--- src/riscv_pkg.sv ---
package riscv_pkg;

  parameter int XLEN_DEFAULT = 32;

  // opcodes handled by the decoder
  localparam logic [6:0] OPC_OP     = 7'b0110011;
  localparam logic [6:0] OPC_OP_IMM = 7'b0010011;
  localparam logic [6:0] OPC_LUI    = 7'b0110111;

  typedef enum logic [3:0] {
    ALU_ADD,
    ALU_SUB,
    ALU_SLL,
    ALU_SLT,
    ALU_SLTU,
    ALU_XOR,
    ALU_SRL,
    ALU_SRA,
    ALU_OR,
    ALU_AND
  } alu_op_e;

  // one instruction word, three field layouts
  typedef union packed {
    struct packed {
      logic [6:0]  funct7;
      logic [4:0]  rs2;
      logic [4:0]  rs1;
      logic [2:0]  funct3;
      logic [4:0]  rd;
      logic [6:0]  opcode;
    } r;
    struct packed {
      logic [11:0] imm12;
      logic [4:0]  rs1;
      logic [2:0]  funct3;
      logic [4:0]  rd;
      logic [6:0]  opcode;
    } i;
    struct packed {
      logic [19:0] imm20;
      logic [4:0]  rd;
      logic [6:0]  opcode;
    } u;
  } rv_inst_u;

  // register write, also the external report
  typedef struct packed {
    logic                    valid;
    logic [4:0]              rd;
    logic [XLEN_DEFAULT-1:0] data;
  } wb_s;

  typedef struct packed {
    logic                    valid;
    logic [4:0]              rd;
    logic [4:0]              rs1;
    logic [4:0]              rs2;
    logic [XLEN_DEFAULT-1:0] op1;
    logic [XLEN_DEFAULT-1:0] op2_reg;
    logic [XLEN_DEFAULT-1:0] imm;
    logic                    use_imm;
    logic                    is_lui;
    alu_op_e                 alu_op;
  } id_ex_s;

  typedef struct packed {
    logic                    valid;
    logic [4:0]              rd;
    logic [XLEN_DEFAULT-1:0] alu_res;
    logic [XLEN_DEFAULT-1:0] imm;
    logic                    is_lui;
  } ex_rs_s;

endpackage

--- src/riscv_alu.sv ---
`timescale 1ns/1ps

module riscv_alu import riscv_pkg::*; #(
  parameter int XLEN = XLEN_DEFAULT
) (
  input  alu_op_e         i_op,
  input  logic [XLEN-1:0] i_a,
  input  logic [XLEN-1:0] i_b,
  output logic [XLEN-1:0] o_y
);

  localparam int SHW = $clog2(XLEN);

  logic [SHW-1:0] shamt;
  logic           lt_s;
  logic           lt_u;

  assign shamt = i_b[SHW-1:0];  // upper bits ignored
  assign lt_s  = $signed(i_a) < $signed(i_b);
  assign lt_u  = i_a < i_b;

  always_comb begin
    case (i_op)
      ALU_ADD:  o_y = i_a + i_b;
      ALU_SUB:  o_y = i_a - i_b;
      ALU_SLL:  o_y = i_a << shamt;
      ALU_SLT:  o_y = XLEN'(lt_s);
      ALU_SLTU: o_y = XLEN'(lt_u);
      ALU_XOR:  o_y = i_a ^ i_b;
      ALU_SRL:  o_y = i_a >> shamt;
      ALU_SRA:  o_y = $unsigned($signed(i_a) >>> shamt);
      ALU_OR:   o_y = i_a | i_b;
      ALU_AND:  o_y = i_a & i_b;
      default:  o_y = '0;  // unused encodings
    endcase
  end

endmodule

--- src/riscv_decode.sv ---
`timescale 1ns/1ps

module riscv_decode import riscv_pkg::*; #(
  parameter int XLEN = XLEN_DEFAULT
) (
  input  logic     i_riscv_clk,
  input  logic     i_arst_n,
  input  logic     i_inst_valid,
  input  rv_inst_u i_inst,
  input  wb_s      i_wb,
  output id_ex_s   o_id_ex
);

  logic [XLEN-1:0] rf_rs1_data;
  logic [XLEN-1:0] rf_rs2_data;
  logic [XLEN-1:0] rs1_val;
  logic [XLEN-1:0] rs2_val;
  logic [XLEN-1:0] imm;
  logic            known_opc;
  logic            is_op;
  logic            is_op_imm;
  logic            is_lui;
  logic            f7_5;
  alu_op_e         alu_op;

  riscv_regfile #(.XLEN(XLEN)) u_riscv_regfile (
    .i_riscv_clk (i_riscv_clk),
    .i_arst_n    (i_arst_n),
    .i_wr        (i_wb),
    .i_rs1_addr  (i_inst.r.rs1),
    .i_rs2_addr  (i_inst.r.rs2),
    .o_rs1_data  (rf_rs1_data),
    .o_rs2_data  (rf_rs2_data)
  );

  assign is_op     = (i_inst.r.opcode == OPC_OP);
  assign is_op_imm = (i_inst.r.opcode == OPC_OP_IMM);
  assign is_lui    = (i_inst.r.opcode == OPC_LUI);
  assign known_opc = is_op | is_op_imm | is_lui;
  assign f7_5      = i_inst.r.funct7[5];  // imm12[10] in the I view

  always_comb begin
    case (i_inst.r.funct3)
      3'b000:  alu_op = (is_op && f7_5) ? ALU_SUB : ALU_ADD;  // no subi
      3'b001:  alu_op = ALU_SLL;
      3'b010:  alu_op = ALU_SLT;
      3'b011:  alu_op = ALU_SLTU;
      3'b100:  alu_op = ALU_XOR;
      3'b101:  alu_op = f7_5 ? ALU_SRA : ALU_SRL;  // srai too
      3'b110:  alu_op = ALU_OR;
      default: alu_op = ALU_AND;
    endcase
  end

  // sign extended in both cases
  assign imm = is_lui ? XLEN'(signed'({i_inst.u.imm20, 12'h000}))
                      : XLEN'(signed'(i_inst.i.imm12));

  // write landing this cycle bypasses the array
  assign rs1_val = (i_wb.valid && i_wb.rd == i_inst.r.rs1) ? i_wb.data : rf_rs1_data;
  assign rs2_val = (i_wb.valid && i_wb.rd == i_inst.r.rs2) ? i_wb.data : rf_rs2_data;

  always_ff @(posedge i_riscv_clk or negedge i_arst_n) begin
    if (!i_arst_n) begin
      o_id_ex <= '0;
    end else begin
      o_id_ex.valid   <= i_inst_valid && known_opc && (i_inst.r.rd != 5'd0);
      o_id_ex.rd      <= i_inst.r.rd;
      o_id_ex.rs1     <= i_inst.r.rs1;
      o_id_ex.rs2     <= i_inst.r.rs2;
      o_id_ex.op1     <= rs1_val;
      o_id_ex.op2_reg <= rs2_val;
      o_id_ex.imm     <= imm;
      o_id_ex.use_imm <= is_op_imm;
      o_id_ex.is_lui  <= is_lui;
      o_id_ex.alu_op  <= is_lui ? ALU_ADD : alu_op;
    end
  end

  // x0 stays zero through array and bypass
  a_x0_rs1: assert property (@(posedge i_riscv_clk) disable iff (!i_arst_n)
    (i_inst.r.rs1 == 5'd0) |-> (rs1_val == '0));
  a_x0_rs2: assert property (@(posedge i_riscv_clk) disable iff (!i_arst_n)
    (i_inst.r.rs2 == 5'd0) |-> (rs2_val == '0));

endmodule

--- src/riscv_execute.sv ---
`timescale 1ns/1ps

module riscv_execute import riscv_pkg::*; #(
  parameter int XLEN = XLEN_DEFAULT
) (
  input  logic   i_riscv_clk,
  input  logic   i_arst_n,
  input  id_ex_s i_id_ex,
  input  wb_s    i_fwd,
  output ex_rs_s o_ex_rs
);

  logic [XLEN-1:0] op_a;
  logic [XLEN-1:0] op_b_reg;
  logic [XLEN-1:0] op_b;
  logic [XLEN-1:0] alu_y;

  // previous instruction is still in the result stage
  assign op_a     = (i_fwd.valid && i_fwd.rd == i_id_ex.rs1) ? i_fwd.data : i_id_ex.op1;
  assign op_b_reg = (i_fwd.valid && i_fwd.rd == i_id_ex.rs2) ? i_fwd.data : i_id_ex.op2_reg;
  assign op_b     = i_id_ex.use_imm ? i_id_ex.imm : op_b_reg;

  riscv_alu #(.XLEN(XLEN)) u_riscv_alu (
    .i_op (i_id_ex.alu_op),
    .i_a  (op_a),
    .i_b  (op_b),
    .o_y  (alu_y)
  );

  always_ff @(posedge i_riscv_clk or negedge i_arst_n) begin
    if (!i_arst_n) begin
      o_ex_rs <= '0;
    end else begin
      o_ex_rs.valid   <= i_id_ex.valid;
      o_ex_rs.rd      <= i_id_ex.rd;
      o_ex_rs.alu_res <= alu_y;
      o_ex_rs.imm     <= i_id_ex.imm;  // lui value
      o_ex_rs.is_lui  <= i_id_ex.is_lui;
    end
  end

  a_valid_known: assert property (@(posedge i_riscv_clk) disable iff (!i_arst_n)
    !$isunknown(o_ex_rs.valid));

endmodule

--- src/riscv_int_pipe.sv ---
`timescale 1ns/1ps

module riscv_int_pipe import riscv_pkg::*; #(
  parameter int XLEN = XLEN_DEFAULT
) (
  input  logic        i_riscv_clk,
  input  logic        i_arst_n,
  input  logic        i_inst_valid,
  input  rv_inst_u    i_inst,
  output wb_s         o_wb,
  output logic [31:0] o_retired
);

  id_ex_s id_ex;
  ex_rs_s ex_rs;

  riscv_decode #(.XLEN(XLEN)) u_riscv_decode (
    .i_riscv_clk  (i_riscv_clk),
    .i_arst_n     (i_arst_n),
    .i_inst_valid (i_inst_valid),
    .i_inst       (i_inst),
    .i_wb         (o_wb),  // register write
    .o_id_ex      (id_ex)
  );

  riscv_execute #(.XLEN(XLEN)) u_riscv_execute (
    .i_riscv_clk (i_riscv_clk),
    .i_arst_n    (i_arst_n),
    .i_id_ex     (id_ex),
    .i_fwd       (o_wb),  // forwarding source
    .o_ex_rs     (ex_rs)
  );

  riscv_result #(.XLEN(XLEN)) u_riscv_result (
    .i_riscv_clk (i_riscv_clk),
    .i_arst_n    (i_arst_n),
    .i_ex_rs     (ex_rs),
    .o_wb        (o_wb),
    .o_retired   (o_retired)
  );

  // stage structs are sized by the package width
  a_xlen_match: assert property (@(posedge i_riscv_clk) XLEN == XLEN_DEFAULT);

endmodule

--- src/riscv_regfile.sv ---
`timescale 1ns/1ps

module riscv_regfile import riscv_pkg::*; #(
  parameter int XLEN = XLEN_DEFAULT
) (
  input  logic            i_riscv_clk,
  input  logic            i_arst_n,
  input  wb_s             i_wr,
  input  logic [4:0]      i_rs1_addr,
  input  logic [4:0]      i_rs2_addr,
  output logic [XLEN-1:0] o_rs1_data,
  output logic [XLEN-1:0] o_rs2_data
);

  logic [XLEN-1:0] regs [31:1];  // x0 has no storage

  always_ff @(posedge i_riscv_clk or negedge i_arst_n) begin
    if (!i_arst_n) begin
      for (int i = 1; i < 32; i++) begin
        regs[i] <= '0;
      end
    end else if (i_wr.valid && i_wr.rd != 5'd0) begin
      regs[i_wr.rd] <= i_wr.data;
    end
  end

  // hardwired zero for x0
  assign o_rs1_data = (i_rs1_addr == 5'd0) ? '0 : regs[i_rs1_addr];
  assign o_rs2_data = (i_rs2_addr == 5'd0) ? '0 : regs[i_rs2_addr];

endmodule

--- src/riscv_result.sv ---
`timescale 1ns/1ps

module riscv_result import riscv_pkg::*; #(
  parameter int XLEN = XLEN_DEFAULT
) (
  input  logic        i_riscv_clk,
  input  logic        i_arst_n,
  input  ex_rs_s      i_ex_rs,
  output wb_s         o_wb,
  output logic [31:0] o_retired
);

  logic [XLEN-1:0] wb_data;

  assign wb_data    = i_ex_rs.is_lui ? i_ex_rs.imm : i_ex_rs.alu_res;
  assign o_wb.valid = i_ex_rs.valid;
  assign o_wb.rd    = i_ex_rs.rd;
  assign o_wb.data  = wb_data;

  always_ff @(posedge i_riscv_clk or negedge i_arst_n) begin
    if (!i_arst_n) begin
      o_retired <= '0;
    end else if (o_wb.valid) begin
      o_retired <= o_retired + 32'd1;  // wraps
    end
  end

  // decode filters x0 two stages back
  a_no_x0_write: assert property (@(posedge i_riscv_clk) disable iff (!i_arst_n)
    o_wb.valid |-> (o_wb.rd != 5'd0));

endmodule

--- config.mk ---
export PLATFORM = sky130hd
export DESIGN_NAME = riscv_int_pipe
export DESIGN_NICKNAME = d
export VERILOG_FILES = /design/src/riscv_pkg.sv /design/src/riscv_alu.sv /design/src/riscv_decode.sv /design/src/riscv_execute.sv /design/src/riscv_int_pipe.sv /design/src/riscv_regfile.sv /design/src/riscv_result.sv
export SDC_FILE = /design/constraint.sdc
export NUM_CORES = 2
export LEC_CHECK = 0
export ABC_CLOCK_PERIOD_IN_PS = 14700
export BUFFER_PORTS_ARGS = -buffer_cell sky130_fd_sc_hd__buf_4
export CAP_MARGIN = 5
export CORE_UTILIZATION = 55
export CTS_CLUSTER_DIAMETER = 40
export DETAILED_ROUTE_END_ITERATION = 10
export PLACE_DENSITY = 0.73
export SKIP_LAST_GASP = 1
export SLEW_MARGIN = 15
export SYNTH_ARGS = -nofsm -noshare
export SYNTH_HDL_FRONTEND = slang
export SYNTH_SLANG_ARGS = --single-unit
--- constraint.sdc ---
create_clock -name i_riscv_clk -period 14.7 [get_ports i_riscv_clk]
set_input_delay 2.94 -clock i_riscv_clk [delete_from_list [all_inputs] [get_ports i_riscv_clk]]
set_output_delay 2.94 -clock i_riscv_clk [all_outputs]
set_load 0.05 [all_outputs]
==> impl_metrics.ini <==
[detailed_routing]
ant_nets = 0
drt_iter0_markers = 8553
post_drt_via_cell_ratio = 7.04
wl_per_cell_um = 30.9
dr.pass1.iters = 11
drc = 0
drt-total-wl_mm = 253
dr_total_vias = 57600

[critical_path]
worstRegToRegCells = 19
crit_fanout = 36
r2r_start = u_riscv_execute.o_ex_rs[0]$_DFF_PN0_
worst_setup_path_end_kind = output pin
worst_ep_arrival_time_ps = 4020
timing.rr.end = u_riscv_execute.o_ex_rs[61]$_DFF_PN0_
ff2ff_setup_slack_ps = 7760
cpMostUsedCell = buf_4
cp-start-kind = flop
cp_cell_sequence = buf_4 -> mux2i_4 -> inv_1 -> buf_4
worstSetupPathType = reg -> out
critPathSlowestCell = mux2i_4
critPathRequiredTime_ps = 11760
max_stage_delay_ps = 1060

[timing]
slew_violations = 0
setup_violations = 0
skew_ps = 47.3
timing.fmax_ghz = 0.144
hold_ws_ps = 342
period_share_pct = 47.3
rsz0062_at_grt = false
hold_viol_final = 0
period_minus_slack_ps = 6960
finalSetupTns_ps = 0
slew_headroom_pct = 15.4
worst_slew_pin_slew_ps = 1260

[grt]
busiest_layer = met2
grt_max_degree = 182
met2_usage_pct = 60.0
grt_pass1_vias = 56400
antenna_found_initial = 9
grt_pass1_wl_mm = 375
grtUsageTotal_pct = 40.6
grt_util_met1_pct = 53.9
met3_usage_pct = 11.1
overflow = 0

[power]
power_density_nw_per_um2 = 118
p_total_mw = 8.98
ir_drop_mv = 0.134
p_leak_nw = 32.7

[placed_design]
place_congestion = 1.04
dpl_cell_area_um2 = 70600
dpl.hpwl_mm = 160
port_buffers = 104

[die]
start_util_pct = 55.8
rows = 128
dieWidth_um = 354
io_pins = 105
coreArea_um2 = 122000
die_height_um = 354
die-area_um2 = 126000

[synthesis]
synth_seq_cells = 1213
ys_seq_area_share_pct = 44.5
syn_inst = 6628
synthFlopType = dfrtp_1
avgSynthCellArea_um2 = 10.3
yosysTopAreaCellShare_pct = 44.5
syn_area_um2 = 68200
synth_edf_count = 0
synth.distinct_cells = 89
synthArstFlopShare_pct = 100
syn_nets = 6767
synth_top_area_cell = dfrtp_1
yosysWarnings = 0
synth.top_cells.by_area = dfrtp_1, mux4_2, a21oi_1, o21ai_0, nand2_1

[clocking]
cts.sinks = 1213
cts_root_buffer = clkbuf_16
hold_buffers = 0
cts_buffers = 160
clk_latency_ps = 830
path_clk_slew_ps = 60
cts_resized = 0
htree_levels = 4
cts_tree = done
cts_buffer_depth = 3
postCtsSetupBuffers = 0

[finish]
final_net_count = 6563
drive_gt1_share_pct = 19.0
area_growth_pct = 11.7
stdcell_area_um2 = 76300

[min_path]
hp-start = u_riscv_decode.o_id_ex[27]$_DFF_PN0_
hold_path_end = u_riscv_execute.o_ex_rs[22]$_DFF_PN0_
worstHoldPathType = reg -> reg
holdPathStages = 0

[status]
status = complete, no violations

[run]
maxCapViolCount = 0
-- synthesized netlist by cell type (28+ instances only) --
library cell and instances:
a21o_1 40, buf_2 31, clkbuf_1 517, o22ai_1 36, nor2b_1 31, a221oi_1 28
ha_1 102, xnor2_1 41, buf_1 83, mux2i_1 155, dfrtp_1 1213, inv_1 133
nand3_1 68, mux4_2 542, a21oi_1 739, mux2_2 46, nor3_1 58, o211ai_1 66
a22oi_1 68, nand2_1 734, a211oi_1 72, o21ai_0 706, a31oi_1 30, nor2_1 721
-- flip-flops by register name, summed over array words and instances (netlist names) --
| register | flops |
|---|---|
| u_riscv_execute.o_ex_rs | 71 |
| u_riscv_decode.u_riscv_regfile.regs | 992 |
| u_riscv_decode.o_id_ex | 118 |
| u_riscv_result.o_retired | 32 |
-- final cells by class --
cell class	instances	area, µm²
well taps	1625	2030
inverters	136	513
fillers	9644	46100
clock inverters	94	1140
repair buffers	276	2250
flip-flops and latches	1213	30400
diodes	6	15.0
multi-input cells	4637	35500
clock buffers	198	4420
-- power breakdown --
part,total (mW),internal (mW),switching (mW)
Combinational,1.40,0.400,1.00
Sequential,3.52,3.43,0.0949
Clock,4.06,2.44,1.62
Total,8.98,6.26,2.72
-- per-layer routing --
metal	up-vias	wire length, µm
met3	921	30100
met5	-	14
li1	23800	-
met2	3895	113000
met4	2	17400
met1	29000	92900
-- cells by family after synthesis --
kind of cell | Yosys count | synth area share, %
buf+inv | 778 | 4.41
mux | 745 | 21.0
compound gates | 1993 | 17.0
xor+xnor | 60 | 0.781
fa+ha+maj | 104 | 1.93
flops | 1213 | 44.5
simple gates | 1735 | 10.5
-- cells in the final DEF (no fill, tap or decap), types with 17 or more instances in the layout --
| master | netlist | layout |
|---|---|---|
| mux2i_4 | 0 | 31 |
| o221ai_1 | 20 | 20 |
| xor2_1 | 18 | 18 |
| nor2b_1 | 31 | 27 |
| a222oi_1 | 19 | 19 |
| dfrtp_1 | 1213 | 1211 |
| clkbuf_8 | 0 | 17 |
| a211oi_1 | 72 | 72 |
| a31oi_1 | 30 | 30 |
| mux4_2 | 542 | 542 |
| nand2_1 | 734 | 718 |
| inv_6 | 0 | 24 |
| nor3_1 | 58 | 57 |
| nand3_1 | 68 | 66 |
| mux2i_1 | 155 | 123 |
| o22ai_1 | 36 | 36 |
| o211ai_1 | 66 | 66 |
| nor2_4 | 0 | 18 |
| nor2_1 | 721 | 701 |
| o32ai_1 | 24 | 24 |
| ha_1 | 102 | 102 |
| a21o_1 | 40 | 40 |
| clkinv_2 | 0 | 19 |
| o21ai_0 | 706 | 705 |
| nand2b_1 | 20 | 20 |
| inv_1 | 133 | 131 |
| a221oi_1 | 28 | 28 |
| a21oi_1 | 739 | 739 |
| xnor2_1 | 41 | 41 |
| clkbuf_16 | 0 | 165 |
| buf_4 | 10 | 262 |
| mux2_2 | 46 | 46 |
| a22oi_1 | 68 | 68 |
-- metrics by stage --
| step | util [%] | setup WS (ps) | instances |
|---|---|---|---|
| floorplan | - | 8960 | 6628 |
| global placement | 57.7 | 7450 | 7882 |
| detailed placement | 57.7 | 7380 | 7885 |
| CTS | 62.3 | 7760 | 8177 |
| global route | 62.3 | 7390 | 8181 |
| finish | 62.3 | 7740 | 8185 |
-- worst max-delay path by stage --
stage / to / from
after floorplan: u_riscv_decode.o_id_ex[72]$_DFF_PN0_ / i_inst[15]
after global placement: u_riscv_decode.o_id_ex[53]$_DFF_PN0_ / i_inst[20]
after detailed placement: u_riscv_decode.o_id_ex[53]$_DFF_PN0_ / i_inst[20]
after CTS: o_wb[9] / u_riscv_execute.o_ex_rs[0]$_DFF_PN0_
after global routing: u_riscv_execute.o_ex_rs[61]$_DFF_PN0_ / u_riscv_execute.o_ex_rs[0]$_DFF_PN0_
final: o_wb[22] / u_riscv_execute.o_ex_rs[0]$_DFF_PN0_
-- worst max-delay path, delay by kind of cell (launching register included) --
kind     cells  cell delay [ps]
flops        1              730
mux          1             1060
buf+inv      3             1340
No activity file was read; power rests on OpenSTA's default activity.
